**config.mk**
```make
export PLATFORM = sky130hd
export DESIGN_NAME = dma_split_top
export DESIGN_NICKNAME = d
export VERILOG_FILES = /design/src/dma_split_pkg.sv /design/src/dma_backend.sv /design/src/dma_job_queue.sv /design/src/dma_split_midend.sv /design/src/dma_split_top.sv
export VERILOG_INCLUDE_DIRS = /design/src
export SDC_FILE = /design/constraint.sdc
export NUM_CORES = 1
export LEC_CHECK = 0
export ABC_CLOCK_PERIOD_IN_PS = 10000
export BUFFER_PORTS_ARGS = -buffer_cell sky130_fd_sc_hd__buf_2
export CAP_MARGIN = 25
export CORE_UTILIZATION = 50
export DETAILED_ROUTE_END_ITERATION = 10
export PLACE_DENSITY = 0.74
export SYNTH_ARGS = -nofsm -noshare
export SYNTH_HDL_FRONTEND = slang
export SYNTH_SLANG_ARGS = --single-unit
```
**constraint.sdc**
```tcl
create_clock -name clk_i -period 10 [get_ports clk_i]
set_clock_uncertainty 0.1 [all_clocks]
set_input_delay 0 -clock clk_i [delete_from_list [all_inputs] [get_ports clk_i]]
set_output_delay 0 -clock clk_i [all_outputs]
set_load 0.01 [all_outputs]
```
**src/dma_split_consts.svh**
```systemverilog
/*
 * Geometry and sizing constants for the DMA split subsystem
 * Address and length widths, region window, queue and issue limits
 */

`ifndef DMA_SPLIT_CONSTS_SVH
`define DMA_SPLIT_CONSTS_SVH

// Address and byte-count widths
`define DMA_ADDR_WIDTH 32
`define DMA_LEN_WIDTH 16

// Region size in bytes, must be a power of two
`define DMA_REGION_WIDTH 64

// Window where the source address sets the split points
`define DMA_REGION_START 32'h0000_0000
`define DMA_REGION_END 32'h1000_0000

// Job queue entries
`define DMA_QUEUE_DEPTH 4

// Pieces issued to the bus but not yet done
`define DMA_MAX_OUTSTANDING 4

`endif

```
**src/dma_split_pkg.sv**
```systemverilog
/*
 * Shared types of the DMA split subsystem
 * Burst request, completion metadata and midend state encoding
 */

`include "dma_split_consts.svh"

`default_nettype none

package dma_split_pkg;

  // One copy request or one piece of it
  typedef struct packed {
    logic [`DMA_ADDR_WIDTH-1:0] src;
    logic [`DMA_ADDR_WIDTH-1:0] dst;
    logic [`DMA_LEN_WIDTH-1:0]  num_bytes;
  } burst_req_t;

  // Completion info from backend to midend
  typedef struct packed {
    logic backend_idle;
    logic trans_complete;
  } meta_t;

  // Midend splitting state
  typedef enum logic {
    SPLIT_IDLE = 1'b0,
    SPLIT_BUSY = 1'b1
  } split_state_e;

endpackage

`default_nettype wire

```
**src/dma_backend.sv**
```systemverilog
/*
 * Backend issue stage
 * Forwards pieces to the bus under an outstanding limit
 * and turns done pulses into completion metadata
 */

`include "dma_split_consts.svh"

`default_nettype none

module dma_backend (
  input  logic                      clk_i,
  input  logic                      rst_i,
  input  dma_split_pkg::burst_req_t burst_req_i,
  input  logic                      valid_i,
  output logic                      ready_o,
  output dma_split_pkg::meta_t      meta_o,
  output dma_split_pkg::burst_req_t bus_req_o,
  output logic                      bus_valid_o,
  input  logic                      bus_ready_i,
  input  logic                      bus_done_i
);

  localparam int unsigned CNT_W = $clog2(`DMA_MAX_OUTSTANDING + 1);

  logic [CNT_W-1:0] outstanding_q;
  logic [CNT_W-1:0] outstanding_d;
  logic             can_issue;
  logic             issue;

  // Hold off the bus once the limit is reached
  assign can_issue = (outstanding_q != CNT_W'(`DMA_MAX_OUTSTANDING));

  assign bus_req_o   = burst_req_i;
  assign bus_valid_o = valid_i && can_issue;
  assign ready_o     = bus_ready_i && can_issue;
  assign issue       = bus_valid_o && bus_ready_i;

  always_comb begin
    outstanding_d = outstanding_q;
    if (issue && !bus_done_i) begin
      outstanding_d = outstanding_q + 1'b1;
    end else if (!issue && bus_done_i) begin
      outstanding_d = outstanding_q - 1'b1;
    end
  end

  always_ff @(posedge clk_i) begin
    if (rst_i) begin
      outstanding_q <= '0;
    end else begin
      outstanding_q <= outstanding_d;
    end
  end

  // One completion per done pulse
  assign meta_o.trans_complete = bus_done_i;
  assign meta_o.backend_idle   = (outstanding_q == '0);

endmodule

`default_nettype wire

```
**src/dma_job_queue.sv**
```systemverilog
/*
 * Job queue for incoming burst requests
 * Circular buffer with registered ready and head entry
 */

`include "dma_split_consts.svh"

`default_nettype none

module dma_job_queue (
  input  logic                     clk_i,
  input  logic                     rst_i,
  input  dma_split_pkg::burst_req_t in_req_i,
  input  logic                     in_valid_i,
  output logic                     in_ready_o,
  output dma_split_pkg::burst_req_t out_req_o,
  output logic                     out_valid_o,
  input  logic                     out_ready_i
);

  import dma_split_pkg::*;

  localparam int unsigned DEPTH = `DMA_QUEUE_DEPTH;
  localparam int unsigned PTR_W = (DEPTH > 1) ? $clog2(DEPTH) : 1;
  localparam int unsigned CNT_W = $clog2(DEPTH + 1);

  burst_req_t mem [DEPTH];

  logic [PTR_W-1:0] wr_ptr_q;
  logic [PTR_W-1:0] rd_ptr_q;
  logic [CNT_W-1:0] count_q;
  logic [CNT_W-1:0] count_d;
  logic             ready_q;
  logic             push;
  logic             pop;

  assign push = in_valid_i && ready_q;
  assign pop  = out_valid_o && out_ready_i;

  assign in_ready_o  = ready_q;
  assign out_valid_o = (count_q != '0);
  assign out_req_o   = mem[rd_ptr_q];

  // Simultaneous push and pop leave the fill level alone
  always_comb begin
    count_d = count_q;
    if (push && !pop) begin
      count_d = count_q + 1'b1;
    end else if (pop && !push) begin
      count_d = count_q - 1'b1;
    end
  end

  always_ff @(posedge clk_i) begin
    if (rst_i) begin
      wr_ptr_q <= '0;
      rd_ptr_q <= '0;
      count_q  <= '0;
      ready_q  <= 1'b0;
    end else begin
      if (push) begin
        wr_ptr_q <= (wr_ptr_q == PTR_W'(DEPTH - 1)) ? '0 : wr_ptr_q + 1'b1;
      end
      if (pop) begin
        rd_ptr_q <= (rd_ptr_q == PTR_W'(DEPTH - 1)) ? '0 : rd_ptr_q + 1'b1;
      end
      count_q <= count_d;
      // Accept again as soon as a slot frees up
      ready_q <= (count_d != CNT_W'(DEPTH));
    end
  end

  // Storage
  always_ff @(posedge clk_i) begin
    if (push) begin
      mem[wr_ptr_q] <= in_req_i;
    end
  end

endmodule

`default_nettype wire

```
**src/dma_split_midend.sv**
```systemverilog
/*
 * Split midend
 * Cuts burst requests at region boundaries and tracks pieces in flight
 */

`include "dma_split_consts.svh"

`default_nettype none

module dma_split_midend (
  input  logic                      clk_i,
  input  logic                      rst_i,
  input  dma_split_pkg::burst_req_t burst_req_i,
  input  logic                      valid_i,
  output logic                      ready_o,
  output dma_split_pkg::meta_t      meta_o,
  output dma_split_pkg::burst_req_t burst_req_o,
  output logic                      valid_o,
  input  logic                      ready_i,
  input  dma_split_pkg::meta_t      meta_i
);

  import dma_split_pkg::*;

  localparam int unsigned REGION_BITS = $clog2(`DMA_REGION_WIDTH);
  localparam int unsigned CNT_W       = $clog2(`DMA_MAX_OUTSTANDING + 1);

  localparam logic [`DMA_LEN_WIDTH-1:0] REGION_LEN = `DMA_LEN_WIDTH'(`DMA_REGION_WIDTH);

  logic [`DMA_ADDR_WIDTH-1:0] start_addr;
  logic [`DMA_LEN_WIDTH-1:0]  dist_len;
  logic [`DMA_LEN_WIDTH-1:0]  first_len;
  logic                       fits;
  logic                       handed;

  split_state_e state_d, state_q;
  burst_req_t   req_d, req_q;

  logic [CNT_W-1:0] num_trans_d, num_trans_q;

  // Boundary address follows src inside the window, dst elsewhere
  always_comb begin
    if ((burst_req_i.src - `DMA_REGION_START) < (`DMA_REGION_END - `DMA_REGION_START)) begin
      start_addr = burst_req_i.src;
    end else begin
      start_addr = burst_req_i.dst;
    end
  end

  // Bytes left up to the next region multiple
  assign dist_len  = REGION_LEN - `DMA_LEN_WIDTH'(start_addr[REGION_BITS-1:0]);
  assign fits      = (burst_req_i.num_bytes <= dist_len);
  assign first_len = fits ? burst_req_i.num_bytes : dist_len;

  always_comb begin
    state_d     = state_q;
    req_d       = req_q;
    burst_req_o = burst_req_i;
    valid_o     = 1'b0;
    ready_o     = 1'b0;
    handed      = 1'b0;

    case (state_q)
      SPLIT_IDLE: begin
        // First piece goes straight out, input retires with it
        burst_req_o.num_bytes = first_len;
        valid_o = valid_i;
        ready_o = ready_i;
        if (valid_i && ready_i) begin
          handed = 1'b1;
          if (!fits) begin
            req_d.src       = burst_req_i.src + `DMA_ADDR_WIDTH'(first_len);
            req_d.dst       = burst_req_i.dst + `DMA_ADDR_WIDTH'(first_len);
            req_d.num_bytes = burst_req_i.num_bytes - first_len;
            state_d         = SPLIT_BUSY;
          end
        end
      end
      SPLIT_BUSY: begin
        // Remainder is region aligned now
        burst_req_o = req_q;
        if (req_q.num_bytes > REGION_LEN) begin
          burst_req_o.num_bytes = REGION_LEN;
        end
        valid_o = 1'b1;
        if (ready_i) begin
          handed = 1'b1;
          if (req_q.num_bytes <= REGION_LEN) begin
            state_d = SPLIT_IDLE;
          end else begin
            req_d.src       = req_q.src + `DMA_ADDR_WIDTH'(`DMA_REGION_WIDTH);
            req_d.dst       = req_q.dst + `DMA_ADDR_WIDTH'(`DMA_REGION_WIDTH);
            req_d.num_bytes = req_q.num_bytes - REGION_LEN;
          end
        end
      end
      default: begin
        state_d = SPLIT_IDLE;
      end
    endcase
  end

  // Pieces handed to the backend and not yet done
  always_comb begin
    num_trans_d = num_trans_q;
    if (handed && !meta_i.trans_complete) begin
      num_trans_d = num_trans_q + 1'b1;
    end else if (!handed && meta_i.trans_complete) begin
      num_trans_d = num_trans_q - 1'b1;
    end
  end

  assign meta_o.backend_idle   = meta_i.backend_idle;
  assign meta_o.trans_complete = (num_trans_q == CNT_W'(1)) && (num_trans_d == '0);

  always_ff @(posedge clk_i) begin
    if (rst_i) begin
      state_q     <= SPLIT_IDLE;
      num_trans_q <= '0;
    end else begin
      state_q     <= state_d;
      num_trans_q <= num_trans_d;
    end
  end

  // Remainder payload
  always_ff @(posedge clk_i) begin
    req_q <= req_d;
  end

endmodule

`default_nettype wire

```
**src/dma_split_top.sv**
```systemverilog
/*
 * Top level of the DMA split subsystem
 * Job queue, split midend and backend issue stage
 */

`default_nettype none

module dma_split_top (
  input  logic                      clk_i,
  input  logic                      rst_i,
  input  dma_split_pkg::burst_req_t req_i,
  input  logic                      req_valid_i,
  output logic                      req_ready_o,
  output dma_split_pkg::burst_req_t bus_req_o,
  output logic                      bus_valid_o,
  input  logic                      bus_ready_i,
  input  logic                      bus_done_i,
  output logic                      done_o,
  output logic                      idle_o
);

  import dma_split_pkg::*;

  burst_req_t queue_req;
  logic       queue_valid;
  logic       queue_ready;
  burst_req_t piece_req;
  logic       piece_valid;
  logic       piece_ready;
  meta_t      backend_meta;
  meta_t      midend_meta;

  dma_job_queue u_queue (
    .clk_i       (clk_i),
    .rst_i       (rst_i),
    .in_req_i    (req_i),
    .in_valid_i  (req_valid_i),
    .in_ready_o  (req_ready_o),
    .out_req_o   (queue_req),
    .out_valid_o (queue_valid),
    .out_ready_i (queue_ready)
  );

  dma_split_midend u_midend (
    .clk_i       (clk_i),
    .rst_i       (rst_i),
    .burst_req_i (queue_req),
    .valid_i     (queue_valid),
    .ready_o     (queue_ready),
    .meta_o      (midend_meta),
    .burst_req_o (piece_req),
    .valid_o     (piece_valid),
    .ready_i     (piece_ready),
    .meta_i      (backend_meta)
  );

  dma_backend u_backend (
    .clk_i       (clk_i),
    .rst_i       (rst_i),
    .burst_req_i (piece_req),
    .valid_i     (piece_valid),
    .ready_o     (piece_ready),
    .meta_o      (backend_meta),
    .bus_req_o   (bus_req_o),
    .bus_valid_o (bus_valid_o),
    .bus_ready_i (bus_ready_i),
    .bus_done_i  (bus_done_i)
  );

  // Summarized completion status
  assign done_o = midend_meta.trans_complete;
  assign idle_o = midend_meta.backend_idle;

endmodule

`default_nettype wire

```
==> results.sh <==
export IMPL_synth_flop_cell="edfxtp_1"
export IMPL_die_h_um=204
export IMPL_p_per_area_mw_per_mm2=297
export IMPL_p_leak_uw=0.00867
export IMPL_ant_nets=0
export IMPL_hold_start="req_i[75]"
export IMPL_crit_required_ns=10.18
export IMPL_drv_cap=0
export IMPL_cp_top_family="compound AO/OA/AOI/OAI gates"
export IMPL_hold_depth=2
export IMPL_critPathLaunchType="register"
export IMPL_area_growth_syn_to_layout_pct=18.4
export IMPL_synth_seq_area_share=0.604
export IMPL_cts_resized=0
export IMPL_cts_root_buf="clkbuf_16"
export IMPL_core_sq_mm=0.0400
export IMPL_num_rows=73
export IMPL_worst_path_buf_inv=2
export IMPL_netlist_area_sq_mm=0.0204
export IMPL_fin_crit_ns=7.72
export IMPL_antenna_found_initial=4
export IMPL_ys_seq_elements=417
export IMPL_nets=1917
export IMPL_regToRegSetupSlack_ns=2.28
export IMPL_via_count=13700
export IMPL_ys_types=70
export IMPL_p_int_uw=4520
export IMPL_synthCells=1519
export IMPL_top_usage_layer="met2"
export IMPL_cts_buffers=45
export IMPL_ios=169
export IMPL_grt_max_degree=88
export IMPL_hold_end="u_queue.mem[3][75]"
export IMPL_end_kind="register"
export IMPL_dieArea_sq_mm=0.0417
export IMPL_crit_path_cell_trace="mux4_2, nor4_2, buf_4, mux2_2, inv_2, ha_1, or4bb_1, mux2i_1, a31oi_1, ha_1, a21o_1, a21oi_1, nand3_1, a21oi_4, mux2i_1, ha_1, fa_1, a211oi_1, o21ai_0, nand4_1, a2111oi_0, xnor2_1, mux2i_1"
export IMPL_synth_most_common_cell="edfxtp_1"
export IMPL_post_route_period_util=0.772
export IMPL_worstMarginPinSlew_ns=1.16
export IMPL_placed_area_sq_mm=0.0218
export IMPL_start_util=0.511
export IMPL_clkPwrFrac=0.237
export IMPL_drcViolationCount=0
export IMPL_peakVddDrop_mv=0.156
export IMPL_numPortBuffers=160
export IMPL_p_sw_uw=2670
export IMPL_grt_use_total=0.235
export IMPL_grt_overflow=0
export IMPL_arrival_ns=7.90
export IMPL_insertion_delay_ns=0.57
export IMPL_drt_iter0_drc=1255
export IMPL_maxSlewViolCount=0
export IMPL_gp_congestion=0.895
export IMPL_routedWlPerCell_um=20.9
export IMPL_fin_area_sq_mm=0.0242
export IMPL_final_layout_size_suffix_gt1_frac=0.194
export IMPL_finalSetupTns_ns=0
export IMPL_path_max_fanout=40
export IMPL_grt_use_met1=0.324
export IMPL_totalWireLength_um=48900
export IMPL_clkTransAtPathRegs_ns=0.07
export IMPL_htree_levels=2
export IMPL_hp_class="in2reg"
export IMPL_synth_warnings=0
export IMPL_slew_headroom=0.226
export IMPL_synth_edf_count=400
export IMPL_critPathMaxStageDelay_ns=0.92
export IMPL_hold_viol_final=0
export IMPL_switching_share=0.372
export IMPL_nFillCells=3117
export IMPL_die_width_um=204
export IMPL_grt_pass1_vias=13500
export IMPL_cts_tree="done"
export IMPL_status="complete, no violations"
export IMPL_viasPerCell=5.85
export IMPL_cts_sinks=417
export IMPL_r2r_end="u_midend.req_q[46]"
export IMPL_rsz0062_at_grt="false"
export IMPL_comb_power_share=0.403
export IMPL_path_class="reg2reg"
export IMPL_fmaxAchievable_mhz=130
export IMPL_synth_top_cell_area_share=0.588
export IMPL_synth_area_leaders="edfxtp_1 (59%), mux4_2 (8.8%), nand2_1 (4.9%)"
export IMPL_regArea_sq_mm=0.0124
export IMPL_ctsLongestPathBuffers=3
export IMPL_hpwl_um=32400
export IMPL_avgSynthCellArea_sq_um=13.5
export IMPL_use_met3=0.0360
export IMPL_ys_async_sr_fraction=0
export IMPL_synth_top_cells_by_count="edfxtp_1 (400), nand2_1 (268), mux4_2 (80), nor2_1 (65), xor2_1 (65)"
export IMPL_synth_area_leader_cell="edfxtp_1"
export IMPL_seq_power_share=0.360
export IMPL_grt_pass1_wl_um=75000
export IMPL_crit_slowest_cell="dfxtp_4"
export IMPL_grt_met2_usage=0.379
export IMPL_post_cts_buffers=0
export IMPL_reg2regPathDepth=23
export IMPL_first_pass_iters=7
export IMPL_multiInputGateArea_sq_mm=0.00773
export IMPL_setup_viol=0
-- flip-flops by register name, indices dropped and copies added, names as in the netlist, named ones only --
register                 cells
u_backend.outstanding_q      3
u_midend.num_trans_q         3
u_midend.state_q             1
u_midend.req_q              80
u_queue.in_ready_o           1
u_queue.mem                320
u_queue.rd_ptr_q             2
u_queue.count_q              3
u_queue.wr_ptr_q             2
-- layout by cell type, fill, tap and decap left out, types with 5 or more instances in the layout --
master / netlist / routed
o2111ai_1: 7 / 7
o21a_1: 10 / 10
nor2b_1: 11 / 11
xor2_1: 65 / 65
edfxtp_1: 400 / 400
clkinv_1: 1 / 9
nand3_1: 35 / 35
o31ai_1: 5 / 5
o21ai_0: 19 / 19
buf_4: 15 / 13
and2_1: 8 / 8
mux2i_1: 29 / 29
a31oi_1: 10 / 10
bufinv_16: 0 / 5
and3_1: 25 / 21
nand4_1: 25 / 25
o221ai_1: 6 / 6
o21ai_1: 37 / 37
nor4_1: 11 / 10
clkinv_2: 0 / 9
inv_1: 31 / 31
nor3_1: 31 / 31
ha_1: 53 / 53
and4_1: 14 / 14
xnor2_1: 57 / 57
nor2_1: 65 / 64
clkbuf_16: 0 / 47
dfxtp_1: 17 / 14
a21oi_1: 26 / 26
a21o_1: 13 / 13
buf_2: 5 / 160
nand2_1: 268 / 268
clkinvlp_4: 0 / 5
a211oi_1: 20 / 19
conb_1: 1 / 16
o211ai_1: 6 / 6
o31a_1: 6 / 6
or3_1: 5 / 5
dlygate4sd3_1: 0 / 86
mux4_2: 80 / 80
-- through the flow --
stage	setup slack (ns)	hold WS [ns]	utilization	cells	power, uW
global placement	2.61	0.111	0.544	2165	5340
CTS	2.31	0.0633	0.604	2335	7180
detailed placement	2.33	0.117	0.544	2165	5430
floorplan	0.714	-0.0272	-	1534	4570
finish	2.28	0.0853	0.605	2340	7190
global route	1.87	0.0849	0.605	2338	7570
-- how the worst max path moves through the flow --
| stage | from | endpoint | slack, ns | cells after the start |
|---|---|---|---|---|
| 4_1_cts | register | u_midend.req_q[46] | 2.31 | 23 |
| 3_5_place_dp | register | u_midend.req_q[46] | 2.33 | 23 |
| 6_report | register | u_midend.req_q[46] | 2.28 | 23 |
| 2_1_floorplan | register | u_midend.req_q[10] | 0.71 | 18 |
| 3_3_place_gp | register | u_midend.req_q[46] | 2.61 | 23 |
| 5_1_grt | register | u_midend.req_q[46] | 1.87 | 23 |
-- cell type report --
class | count | share of cell area
clock inverters | 31 | 0.0123
flip-flops and latches | 417 | 0.511
repair buffers | 260 | 0.0733
clock buffers | 53 | 0.0512
diodes | 3 | 0.000310
multi-input cells | 1017 | 0.320
inverters | 34 | 0.00533
well taps | 525 | 0.0271
-- repair_timing --
item / in CTS / in global routing
setup endpoints to repair: 0 / 0
hold buffers: 86 / 0
endpoints found under the hold margin: 337 / 0
-- per-layer routing --
metal,wire length [um],vias to the layer above
met1,20700,6777
li1,-,6276
met4,1530,2
met2,23200,540
met5,10,-
met3,3500,99
-- power groups by stage --
stage | clock network [uW] | registers (uW) | logic (uW)
floorplan | 0 | 2540 | 2030
global placement | 0 | 2610 | 2730
detailed placement | 0 | 2630 | 2800
CTS | 1730 | 2590 | 2850
global route | 1800 | 2630 | 3140
finish | 1700 | 2590 | 2900
-- logic make-up (layout without fill, tap and decap cells) --
| family | Yosys count | in the layout | synth area share |
|---|---|---|---|
| simple gates | 518 | 518 | 0.118 |
| compound gates | 191 | 191 | 0.0627 |
| fa+ha+maj | 57 | 57 | 0.0364 |
| other cells | 1 | 19 | 0.000184 |
| mux | 113 | 113 | 0.105 |
| buf+inv | 100 | 378 | 0.0218 |
| flops | 417 | 417 | 0.604 |
| xor+xnor | 122 | 122 | 0.0523 |
Note: power is estimated with default switching activity, not from simulation.
